### src/logic/cache_params.svh
`ifndef CACHE_PARAMS_SVH
`define CACHE_PARAMS_SVH

`define CACHE_SETS 8        // sets per cache, 2 ways each
`define MEM_WORDS  32768    // main memory depth in words
`define WORD_W     16       // processor word
`define ADDR_W     16       // byte address

`endif
### src/logic/mem_pkg.sv
`include "cache_params.svh"

package mem_pkg;

    localparam int OFFSET_W = 3;    // byte offset inside a 4-word line

    typedef logic [`ADDR_W-1:0] mem_addr_t;
    typedef logic [`WORD_W-1:0] mem_word_t;

    // only 0, 2, 4 and 6 occur, words are aligned
    typedef logic [OFFSET_W-1:0] mem_offset_t;

endpackage

### src/logic/mem_bus_if.sv
interface mem_bus_if;
    import mem_pkg::*;

    logic      rd;
    logic      wr;
    mem_addr_t addr;
    mem_word_t wdata;
    mem_word_t rdata;   // valid two cycles after an accepted read
    logic      stall;   // access accepted only when low

    modport client (
        output rd, wr, addr, wdata,
        input  rdata, stall
    );

    modport server (
        input  rd, wr, addr, wdata,
        output rdata, stall
    );
endinterface

### src/logic/mem_arbiter.sv
module mem_arbiter (
    input  logic       clk,
    input  logic       rst_n,
    mem_bus_if.server  port0,
    mem_bus_if.server  port1,
    mem_bus_if.client  mem
);
    logic req0;
    logic req1;
    logic busy;
    logic gnt;          // 0: port0, 1: port1
    logic owner_vld;
    logic owner_id;
    logic last_win;

    assign req0 = port0.rd | port0.wr;
    assign req1 = port1.rd | port1.wr;
    assign busy = owner_vld & (owner_id ? req1 : req0);    // burst lock

    always_comb begin
        if (busy)             gnt = owner_id;
        else if (req0 & req1) gnt = ~last_win;
        else                  gnt = req1;
    end

    always_ff @(posedge clk or negedge rst_n) begin
        if (!rst_n) begin
            owner_vld <= 1'b0;
            owner_id  <= 1'b0;
            last_win  <= 1'b1;  // port0 wins the first tie
        end else begin
            owner_vld <= gnt ? req1 : req0;
            owner_id  <= gnt;
            if (!busy && (req0 || req1)) last_win <= gnt;
        end
    end

    assign mem.rd    = gnt ? port1.rd    : port0.rd;
    assign mem.wr    = gnt ? port1.wr    : port0.wr;
    assign mem.addr  = gnt ? port1.addr  : port0.addr;
    assign mem.wdata = gnt ? port1.wdata : port0.wdata;

    assign port0.stall = req0 & (gnt | mem.stall);
    assign port1.stall = req1 & (~gnt | mem.stall);
    assign port0.rdata = mem.rdata;     // broadcast, owner tracks its own timing
    assign port1.rdata = mem.rdata;

endmodule

### src/flat_wrapper.sv
// flat-port wrapper written by rule: the top's interface ports become plain ports
module mem_arbiter_flat 
  (clk, rst_n, port0_rd, port0_wr, port0_addr, port0_wdata, port0_rdata, port0_stall, port1_rd, port1_wr, port1_addr, port1_wdata, port1_rdata, port1_stall, mem_rd, mem_wr, mem_addr, mem_wdata, mem_rdata, mem_stall);
  mem_bus_if port0_i ();
  mem_bus_if port1_i ();
  mem_bus_if mem_i ();
  input  logic clk;
  input  logic rst_n;
  input wire logic [$bits(port0_i.rd)-1:0] port0_rd;
  input wire logic [$bits(port0_i.wr)-1:0] port0_wr;
  input wire logic [$bits(port0_i.addr)-1:0] port0_addr;
  input wire logic [$bits(port0_i.wdata)-1:0] port0_wdata;
  output wire logic [$bits(port0_i.rdata)-1:0] port0_rdata;
  output wire logic [$bits(port0_i.stall)-1:0] port0_stall;
  input wire logic [$bits(port1_i.rd)-1:0] port1_rd;
  input wire logic [$bits(port1_i.wr)-1:0] port1_wr;
  input wire logic [$bits(port1_i.addr)-1:0] port1_addr;
  input wire logic [$bits(port1_i.wdata)-1:0] port1_wdata;
  output wire logic [$bits(port1_i.rdata)-1:0] port1_rdata;
  output wire logic [$bits(port1_i.stall)-1:0] port1_stall;
  output wire logic [$bits(mem_i.rd)-1:0] mem_rd;
  output wire logic [$bits(mem_i.wr)-1:0] mem_wr;
  output wire logic [$bits(mem_i.addr)-1:0] mem_addr;
  output wire logic [$bits(mem_i.wdata)-1:0] mem_wdata;
  input wire logic [$bits(mem_i.rdata)-1:0] mem_rdata;
  input wire logic [$bits(mem_i.stall)-1:0] mem_stall;
  assign port0_i.rd = port0_rd;
  assign port0_i.wr = port0_wr;
  assign port0_i.addr = port0_addr;
  assign port0_i.wdata = port0_wdata;
  assign port0_rdata = port0_i.rdata;
  assign port0_stall = port0_i.stall;
  assign port1_i.rd = port1_rd;
  assign port1_i.wr = port1_wr;
  assign port1_i.addr = port1_addr;
  assign port1_i.wdata = port1_wdata;
  assign port1_rdata = port1_i.rdata;
  assign port1_stall = port1_i.stall;
  assign mem_rd = mem_i.rd;
  assign mem_wr = mem_i.wr;
  assign mem_addr = mem_i.addr;
  assign mem_wdata = mem_i.wdata;
  assign mem_i.rdata = mem_rdata;
  assign mem_i.stall = mem_stall;
  mem_arbiter u_core (.clk(clk), .rst_n(rst_n), .port0(port0_i), .port1(port1_i), .mem(mem_i));
endmodule
### config.mk
export PLATFORM = sky130hd
export DESIGN_NAME = mem_arbiter_flat
export DESIGN_NICKNAME = d
export VERILOG_FILES = /design/src/logic/mem_pkg.sv /design/src/logic/mem_bus_if.sv /design/src/logic/mem_arbiter.sv /design/src/flat_wrapper.sv
export VERILOG_INCLUDE_DIRS = /design/src /design/src/logic
export SDC_FILE = /design/constraint.sdc
export NUM_CORES = 1
export LEC_CHECK = 0
export ABC_AREA = 1
export CORE_AREA = 2 2 60 62
export DETAILED_ROUTE_END_ITERATION = 12
export DIE_AREA = 0 0 62 64
export DONT_BUFFER_PORTS = 1
export GPL_TIMING_DRIVEN = 0
export REMOVE_ABC_BUFFERS = 1
export SETUP_SLACK_MARGIN = 0.05
export SLEW_MARGIN = 0
export SYNTH_ARGS = -nofsm -noshare
export SYNTH_HDL_FRONTEND = slang
export SYNTH_SLANG_ARGS = --single-unit
### constraint.sdc
create_clock -name clk -period 1.6 [get_ports clk]
set_input_delay 0.24 -clock clk [delete_from_list [all_inputs] [get_ports clk]]
set_output_delay 0.24 -clock clk [all_outputs]
set_load 0.01 [all_outputs]
### Yosys cells after proc, flatten, opt, wreduce, memory -nomap -nowiden

Cells that the tools add are included.

* muxes and demuxes: 8
* bitwise logic cells: 10
* reduce and logical (&&, ||, !) cells: 3

Operator list (count)
* $mux W16: 2
* $mux W1: 6
* $and A1 B1 Y1: 4
* $or A1 B1 Y1: 4
* $not A1 Y1: 2
* $logic_and A1 B1 Y1: 1
* $logic_not A1 Y1: 1
* $logic_or A1 B1 Y1: 1

* bits in registers: 3
* bits of input ports: 87
* output and inout bits: 68

### Longest topological paths before layout

Gate-level depths: netlist of the first run.

* word-level depth: 7
* depth in mapped cells: 9
* depth with buffers taken out: 8

### Worst setup path before layout of the first run

No wires, ideal clock.

* path type: reg-to-output
* start: reg u_core.last_win
* end: out mem_addr[0]
* data arrival time: 1.077 ns
* required time: 1.360 ns
* path slack: 0.283 ns
* cell stages (with the launch flop): 8
* buffers on the path: 1
* cells stage by stage: dfstp_2 > nand2_1 > nand2_1 > nand2_2 > nand2_2 > buf_6 > nand2_1 > nand2_1

* word-level cells in the longest chain between the ends: 4

Ends and longest elaborated chain
* start: declaration: line mem_arbiter.sv:14 `logic last_win;`
* start signal: assignment: line mem_arbiter.sv:34 `if (!busy && (req0 || req1)) last_win <= gnt;`
* $not A1 Y1: line mem_arbiter.sv:22 `else if (req0 & req1) gnt = ~last_win;`
* $mux W1: line mem_arbiter.sv:22
* $mux W1: line mem_arbiter.sv:21 `if (busy) gnt = owner_id;`
* $mux W16: line mem_arbiter.sv:40 `assign mem.addr = gnt ? port1.addr : port0.addr;`
* end: declaration: line flat_wrapper.sv:23 `output wire logic [$bits(mem_i.addr)-1:0] mem_addr;`

No other way between the ends.

### Final worst setup path of the first run

* start: reg u_core.owner_id
* end: out mem_wr

* word-level cells in the longest chain between the ends: 4

Ends and longest elaborated chain
* start: declaration: line mem_arbiter.sv:13 `logic owner_id;`
* start signal: assignment: line mem_arbiter.sv:33 `owner_id <= gnt;`
* $mux W1: line mem_arbiter.sv:18 `assign busy = owner_vld & (owner_id ? req1 : req0);`
* $and A1 B1 Y1: line mem_arbiter.sv:18
* $mux W1 (*): line mem_arbiter.sv:21
* $mux W1 (*): line mem_arbiter.sv:39 `assign mem.wr = gnt ? port1.wr : port0.wr;`
* end: declaration: line flat_wrapper.sv:22 `output wire logic [$bits(mem_i.wr)-1:0] mem_wr;`

Mark *: on every way between the ends. The rest lies on a longest branch, timed or not.

==> flow_summary.toml, run 1 <==
[grt]
grt_max_degree = 10
grt_antenna_before_repair = 0
grt_usage = 0.184
grt_pass1_wl_um = 5130
grt_pass1_vias = 881
overflow = 0

[floorplan]
die_area_um2 = 3970
start_util = 0.287
ios = 155
die_y_um = 64
fp.coreArea_um2 = 3280
rows = 21
die_w_um = 62

[routing]
drt-vias-per-instance = 5.04
wirelength_um = 3960
ant_nets = 0
drc_errors = 0
wire_per_inst_um = 19.8
first_iter_violations = 33
dr.pass1.iters = 4
vias = 1008

[clock_tree]
cts_buffers = 3
cts_max_path_buffers = 2
clock_sinks = 3
cts.clk_slew.worst_paths_ns = 0.04
clock_latency_ns = 0.23
cts_tree = "done"
clockRootBuffer = "clkbuf_4"
cts_max_level = 1

[sta]
timing.fmax_mhz = 611
rsz0062_at_grt = "true"
hold_viol = 0
finalSetupViolCount = 25
worst_slack_ns = -0.0358
tns_ns = -0.221
period_needed_ns = 1.64
fin_crit_sh = 1.02
slew_viol_final = 0
skew_ns = 0.0000474
worstMarginPinSlew_ns = 0.287
slew-limit-headroom = 0.808

[layout]
fill_cells = 355
final_net_count = 242
fin_cells = 200
antenna_cells = 0
drive_gt1_frac = 0.656
area_growth_pct = 34.9

[place]
hpwl_um = 2110
dp.cells = 181
io_buffer_count = 0
gp_congestion = 0.749

[logic_synthesis]
synthXorXnorAreaFrac = 0
synth-simple-area-share = 0.550
ys_seq_area_frac = 0.0809
synthAdderAreaFrac = 0
syn_area_per_cell_um2 = 5.45
syn-instance-count = 173
synth_compound_area_frac = 0.00531
netlist_area_um2 = 943
ys_ff_latch = 3
synth_top_family_by_area = "simple AND/OR/NAND/NOR gates"
yosysUniqueCellTypes = 14
yosysWarnings = 0
synth_mux_area_frac = 0

[power_and_ir_drop]
switching_share = 0.612
internal-power_w = 0.000835
ir_drop_mv = 0.368
powerDensity_nw_per_um2 = 1690
p_leak_nw = 0.634
switchingPower_w = 0.00131
power_frac_comb = 0.874
p_clk_frac = 0.061
seq_power_share = 0.064

[setup_path]
r2r-start = "u_core.owner_id$_DFF_PN0_"
end_kind = "output pin"
critical_path_class = "register to output pin"
critPathLaunch = "u_core.owner_id$_DFF_PN0_"
cp.arrival_ns = 1.40
startpoint_type = "register"
crit_fanout = 8
worst_ep_required_time_ns = 1.36

[run]
drv_cap = 0

[run_status]
violations = "setup timing"
status = "complete, but fails checks"

[worst_hold_path]
worstHoldStart = "port1_rd"
hp-class = "input pin to register"
-- worst max-delay path, cell delays in order, from the launching register on --
cell	delay, ns
dfrtp_1	0.39
inv_2	0.05
nand2_2	0.08
nand3_4	0.14
nand2_8	0.20
nand2_8	0.13
nand2_2	0.10
nand2_2	0.07
-- layout make-up --
| type | count | area, um^2 | area share |
|---|---|---|---|
| Timing Repair Buffer | 7 | 80.1 | 0.0629 |
| Inverter | 7 | 26.3 | 0.0206 |
| Clock buffer | 4 | 26.3 | 0.0206 |
| Tap cell | 46 | 57.6 | 0.0452 |
| Multi-Input combinational cell | 133 | 1000 | 0.790 |
| Sequential cell | 3 | 77.6 | 0.0610 |
-- kinds of logic after synthesis --
group,after synthesis
AOI/OAI and AO/OA,1
DFF,3
and+or+nand+nor,124
buffers and inverters,45
-- placed cells by master, fill, tap and decap left out --
cell type      synthesis  layout
nand2_2               11      54
nand2_1              105      42
nand2_4                1      18
nand2_8                0      11
inv_1                  7       5
buf_4                 32       4
nand3_4                0       3
clkbuf_4               0       3
inv_2                  0       2
nand3_1                4       2
buf_12                 1       2
nor2_1                 1       1
nor2_4                 1       1
a21oi_2                0       1
clkbuf_1               0       1
dlygate4sd3_1          0       1
dfstp_2                1       1
dfrtp_1                2       1
dfrtp_2                0       1
-- cell usage after synthesis, drive strengths merged --
cell type | count | share of area
a21oi | 1 | 0.0053
buf | 38 | 0.34
dfrtp | 2 | 0.053
dfstp | 1 | 0.028
inv | 7 | 0.028
nand2 | 117 | 0.50
nand3 | 5 | 0.032
nor2 | 2 | 0.016
-- per-layer routing --
layer | up-vias | routed length [um] | GRT usage
met3 | 0 | 435 | 0.0891
met2 | 89 | 1940 | 0.257
li1 | 460 | - | -
met5 | - | 0 | 0.0317
met4 | 0 | 0 | 0.0239
met1 | 459 | 1580 | 0.259
-- sequential cells by signal, indices dropped and copies added (netlist names) --
name	flops
u_core.owner_vld	1
u_core.last_win	1
u_core.owner_id	1
-- power groups by stage --
stage	clock (W)	combinational, W	sequential, W
5_1_grt	0.000158	0.00204	0.000140
3_5_place_dp	0	0.000887	0.000131
4_1_cts	0.000139	0.00160	0.000135
3_3_place_gp	0	0.000878	0.000130
2_1_floorplan	0	0.000743	0.000127
6_report	0.000132	0.00188	0.000139
-- through the flow --
stage	area, um^2	util	total power [W]	hold WS, ns	worst slack (ns)
final	1270	0.387	0.00215	0.156	-0.0358
after global routing	1270	0.387	0.00233	0.162	-0.112
after CTS	1090	0.332	0.00187	0.149	-0.0319
after detailed placement	684	0.208	0.00102	-0.0555	-0.0678
after global placement	684	0.208	0.00101	-0.0555	-0.0521
after floorplan	627	-	0.000870	-0.0556	0.165
-- path summary, 6_finish.rpt --
check	endpoint	slack, ns	cells after the start
setup / recovery	mem_wr	-0.04	7
hold / removal	u_core.owner_vld$_DFF_PN0_	0.16	2
setup reg to reg	u_core.owner_id$_DFF_PN0_	0.45	5
hold reg to reg	u_core.last_win$_DFFE_PN1P_	0.48	2
max in group asynchronous	u_core.last_win$_DFFE_PN1P_	1.12	1
min in group asynchronous	u_core.owner_id$_DFF_PN0_	0.26	1
-- what timing repair did --
action | CTS | global route
hold buffers | 1 | 0
setup buffers | 4 | 2
endpoints found under the setup margin | 34 | 36
hold endpoints to repair | 3 | 0
pin swaps | 23 | 14
resized for setup | 66 | 38
gates cloned | 7 | 1
Power figures use the tool's default switching activity.
==> inputs of run 2 (changes only) <==
--- a/config.mk
+++ b/config.mk
@@ -12,7 +12,6 @@
 export DIE_AREA = 0 0 62 64
 export DONT_BUFFER_PORTS = 1
 export GPL_TIMING_DRIVEN = 0
-export REMOVE_ABC_BUFFERS = 1
 export SETUP_SLACK_MARGIN = 0.05
 export SLEW_MARGIN = 0
 export SYNTH_ARGS = -nofsm -noshare
==> run 2 against run 1 <==
Compared with the run above:
- the flow still finishes with violations (setup timing)
- die area unchanged
- clock power barely moved
- utilization increased by 6.8 points
- cell count grew 19%
- sequential share of layout area decreased by 1.0 points
- non-clock buffer count increased by 44
- routed wire length shrank 17%
- clock-buffer cell count did not move
- critical endpoint is now mem_wdata[5]
==> flow_summary.toml, run 2 (same netlist as run 1, synthesis figures left out) <==
[routing]
wirelength_um = 3300
drc_errors = 0
drt-vias-per-instance = 4.59
vias = 1088
dr.pass1.iters = 4
wire_per_inst_um = 13.9
first_iter_violations = 24
ant_nets = 0

[clock_tree]
clock_latency_ns = 0.24
clockRootBuffer = "clkbuf_4"
cts_buffers = 3
cts_max_path_buffers = 2
cts_max_level = 1
cts.clk_slew.worst_paths_ns = 0.04
cts_tree = "done"
clock_sinks = 3

[floorplan]
die_w_um = 62
start_util = 0.287
fp.coreArea_um2 = 3280
ios = 155
die_y_um = 64
die_area_um2 = 3970
rows = 21

[worst_hold_path]
hp-class = "input pin to register"

[run_status]
violations = "setup timing"
status = "complete, but fails checks"

[grt]
overflow = 0
grt_antenna_before_repair = 0
grt_max_degree = 11
grt_pass1_wl_um = 4170
grt_pass1_vias = 995
grt_usage = 0.136

[layout]
final_common_cell = "nand2_2"
fin_area_um2 = 1500
area_growth_pct = 58.6
postLayoutCoreUtil = 0.456
reg_top3 = "u_core.last_win: 1 flops, u_core.owner_id: 1 flops, u_core.owner_vld: 1 flops"
antenna_cells = 0
final_net_count = 279
drive_gt1_frac = 0.785
regArea_um2 = 76.3
multiInputGateArea_um2 = 835
fill_cells = 335
layout_common_cells = "nand2_2, buf_4, nand2_1"

[setup_path]
cp.arrival_ns = 1.41
worst_ep_required_time_ns = 1.36
crit_fanout = 6
startpoint_type = "register"
end_kind = "output pin"
critical_path_class = "register to output pin"

[sta]
rsz0062_at_grt = "true"
worstMarginPinSlew_ns = 0.257
timing.fmax_mhz = 606
fin_crit_sh = 1.03
worst_slack_ns = -0.0512
skew_ns = 0.00595
slew-limit-headroom = 0.828
slew_viol_final = 0
finalSetupViolCount = 30
period_needed_ns = 1.65
hold_viol = 0

[power_and_ir_drop]
ir_drop_mv = 0.838
powerDensity_nw_per_um2 = 1460
total_power_w = 0.00218
p_leak_nw = 0.804

[place]
gp_congestion = 0.758
io_buffer_count = 0
hpwl_um = 2330
place_area_um2 = 1000
pre_cts_ws_ns = 0.131

[logic_synthesis]
syn_nets = 260

[run]
drv_cap = 0
==> run 2: changes by cell type in the layout (fill, tap and decap cells not counted), sizes merged <==
cell	before	now
buf	6	49
clkbuf	4	5
nand2	125	118
==> run 2: cell type report <==
class | instances | share of cell area
Inverter | 7 | 0.0176
Multi-Input combinational cell | 126 | 0.558
Timing Repair Buffer | 13 | 0.0987
Sequential cell | 3 | 0.0510
Clock buffer | 4 | 0.0176
Tap cell | 46 | 0.0385
Buffer | 38 | 0.219
==> run 2: timing repair <==
action,CTS,global route
setup endpoints to repair,34,35
pin swaps,11,29
setup buffers,6,2
hold buffers,1,0
resized for setup,75,39
endpoints found under the hold margin,3,0
cloned,4,1
==> run 2: critical path, stage by stage (launching register included) <==
cell and delay (ns):
dfrtp_1 0.40, inv_2 0.07, nand2_2 0.08, nand3_4 0.10, nand2_4 0.13, nand2_8 0.09, clkbuf_16 0.17, nand2_1 0.06
nand2_2 0.06
==> run 2: report_power, final <==
part / internal [W] / switching [W]
sequential: 0.000111 / 0.0000308
clock: 0.0000936 / 0.0000418
combinational: 0.000811 / 0.00110
==> run 2: path summary, 6_finish.rpt <==
kind	startpoint	end	slack, ns	cells past startpoint
max in group asynchronous	rst_n	u_core.last_win$_DFFE_PN1P_	1.12	1
max	u_core.owner_id$_DFF_PN0_	mem_wdata[5]	-0.05	8
min reg2reg	u_core.last_win$_DFFE_PN1P_	u_core.last_win$_DFFE_PN1P_	0.49	2
min in group asynchronous	rst_n	u_core.owner_id$_DFF_PN0_	0.25	1
max reg2reg	u_core.owner_id$_DFF_PN0_	u_core.last_win$_DFFE_PN1P_	0.47	8
min	port1_rd	u_core.owner_vld$_DFF_PN0_	0.14	2
==> run 2: per-layer routing <==
metal  wire, um  share of wire  global-route usage  up-vias
li1           -              -                   -      521
met1       1110           0.34               0.130      487
met2       1890           0.57               0.283       80
met3        302          0.091              0.0121        0
met4          0              0              0.0346        0
met5          0              0                   0        -
==> run 2: metrics by stage <==
step / instances / hold slack (ns) / setup TNS (ns)
2_1_floorplan: 173 / -0.0556 / 0
3_3_place_gp: 219 / -0.0555 / 0
3_5_place_dp: 219 / -0.0555 / 0
4_1_cts: 234 / 0.139 / -0.543
5_1_grt: 237 / 0.155 / -3.26
6_report: 237 / 0.143 / -0.957
==> inputs of run 3 (changes only) <==
--- a/config.mk
+++ b/config.mk
@@ -7,11 +7,13 @@
 export NUM_CORES = 1
 export LEC_CHECK = 0
 export ABC_AREA = 1
-export CORE_AREA = 2 2 60 62
+export BUFFER_PORTS_ARGS = -buffer_cell sky130_fd_sc_hd__buf_2
+export CORE_ASPECT_RATIO = 1.1
+export CORE_MARGIN = 2
+export CORE_UTILIZATION = 26
 export DETAILED_ROUTE_END_ITERATION = 12
-export DIE_AREA = 0 0 62 64
-export DONT_BUFFER_PORTS = 1
 export GPL_TIMING_DRIVEN = 0
+export PLACE_DENSITY = 0.79
 export SETUP_SLACK_MARGIN = 0.05
 export SLEW_MARGIN = 0
 export SYNTH_ARGS = -nofsm -noshare
==> constraint.sdc (replaced) <==
create_clock -name clk -period 1.4 [get_ports clk]
set_input_delay 0.21 -clock clk [delete_from_list [all_inputs] [get_ports clk]]
set_output_delay 0.21 -clock clk [all_outputs]
set_load 0.01 [all_outputs]
==> run 3 against run 2 <==
Compared with the run above:
- the run still ends with setup timing left
- critical path depth up 2
- worst hold slack improved by 0.11 ns
- first-iteration DRC count is 100% higher
- sequential share of layout area decreased by 1.6 points
- worst setup slack got worse by 0.28 ns
- utilization rose by 19 points
- via count rose by 49%
- clock-buffer cell count unchanged
- total power rose by 39%
==> flow_summary.toml, run 3 (same netlist as run 1, synthesis figures left out) <==
[run_status]
status = "complete, but fails checks"
violations = "setup timing"

[floorplan]
fp.coreArea_um2 = 3410
ios = 155
die_y_um = 67.2
die_area_um2 = 4130
die_w_um = 61.4
start_util = 0.276
rows = 22

[sta]
worstMarginPinSlew_ns = 0.242
rsz0062_at_grt = "true"
slew-limit-headroom = 0.839
finalSetupViolCount = 36
period_needed_ns = 1.74
timing.fmax_mhz = 576
hold_viol = 0
worst_slack_ns = -0.336
slew_viol_final = 0
whs_ns = 0.255
skew_ns = 0.00480
fin_crit_sh = 1.24

[logic_synthesis]
syn_nets = 260

[place]
hpwl_um = 2730
pre_cts_ws_ns = -0.108
place_area_um2 = 1690
gp_congestion = 0.895
io_buffer_count = 138

[setup_path]
cp.arrival_ns = 1.53
crit_slowest_cell = "dfrtp_1"
reg2reg_to = "u_core.owner_id$_DFF_PN0_"
crit_chain = "inv_2 -> nand2_2 -> nand3_4 -> nand2_8 -> buf_4 -> buf_6 -> nand3_2 -> nand2_1 -> inv_1 -> buf_2"
cp_top_family = "buffers and inverters"
startpoint_type = "register"
crit_fanout = 3
slowest_delay_ns = 0.41
rrSetupSlack_ns = 0.11
rr_worst_depth = 7
crit_buf_inv = 5
critPathLaunch = "u_core.owner_id$_DFF_PN0_"
end_kind = "output pin"
worst_ep_required_time_ns = 1.19
r2r-start = "u_core.owner_id$_DFF_PN0_"
critical_path_class = "register to output pin"

[layout]
final_net_count = 422
fill_cells = 341
layout_common_cells = "buf_2, nand2_2, nand2_1"
final_common_cell = "buf_2"
antenna_cells = 0
drive_gt1_frac = 0.817
area_growth_pct = 132
postLayoutCoreUtil = 0.642
reg_top3 = "u_core.last_win: 1 flops, u_core.owner_id: 1 flops, u_core.owner_vld: 1 flops"
fin_area_um2 = 2190

[routing]
drt-vias-per-instance = 4.24
vias = 1620
first_iter_violations = 48
dr.pass1.iters = 4
drc_errors = 0
wire_per_inst_um = 10.8
ant_nets = 0
wirelength_um = 4140

[clock_tree]
cts_buffers = 3
clockRootBuffer = "clkbuf_4"
cts.clk_slew.worst_paths_ns = 0.04
cts_max_path_buffers = 2
cts_tree = "done"
clock_sinks = 3
clock_latency_ns = 0.24
cts_max_level = 1

[grt]
grt_max_degree = 11
grt_usage = 0.174
grt_antenna_before_repair = 0
grt_pass1_wl_um = 5580
grt_pass1_vias = 1420
overflow = 0

[power_and_ir_drop]
ir_drop_mv = 0.820
powerDensity_nw_per_um2 = 1380
p_leak_nw = 1.37

[worst_hold_path]
min_to = "u_core.owner_vld$_DFF_PN0_"
hp-class = "input pin to register"
whs_path_depth = 3
worstHoldStart = "port1_rd"

[run]
drv_cap = 0
## run 3: cell type report
cell class                      count  area, um^2  area share
Buffer                             38         320       0.146
Inverter                            7        26.3      0.0120
Timing Repair Buffer              155         913       0.417
Sequential cell                     3        76.3      0.0348
Tap cell                           48        60.1      0.0274
Clock buffer                        4        26.3      0.0120
Multi-Input combinational cell    127         769       0.351
## run 3: worst min-delay path: stages
cell	delay [ns]
buf_2	0.11
nor2_4	0.05
nand2_1	0.08
## run 3: how the worst max path moves through the flow
stage	slack (ns)	endpoint	cells after the start
3_3_place_gp	-0.09	mem_addr[0]	10
2_1_floorplan	0.11	mem_addr[0]	7
3_5_place_dp	-0.11	mem_addr[0]	10
4_1_cts	-0.30	mem_addr[5]	8
6_report	-0.34	port0_stall	10
5_1_grt	-0.42	mem_addr[2]	9
## run 3: per-stage QoR
stage               TNS [ns]  instances  total power [W]
finish                -10.98        382          0.00303
global route          -14.22        382          0.00330
CTS                    -9.64        376          0.00264
detailed placement     -2.50        359          0.00194
global placement       -2.08        359          0.00192
floorplan                  0        173          0.00129
## run 3: report_power, final
group	total (W)	internal, W	switching (W)
Combinational	0.00271	0.00135	0.00136
Clock	0.000158	0.000107	0.0000512
Sequential	0.000158	0.000126	0.0000321
## run 3: timing repair
item | CTS | global route
cloned | 7 | 1
pin swaps | 7 | 15
buffers inserted | 5 | 5
setup endpoints to repair | 36 | 36
endpoints found under the hold margin | 3 | 0
resized for setup | 47 | 48
hold buffers | 1 | 0
## run 3: metal layers
| layer | GRT usage | part of all wire |
|---|---|---|
| met1 | 0.187 | 0.33 |
| met2 | 0.339 | 0.57 |
| met4 | 0.0665 | 0.017 |
| met3 | 0.0172 | 0.092 |
| met5 | 0 | 0 |
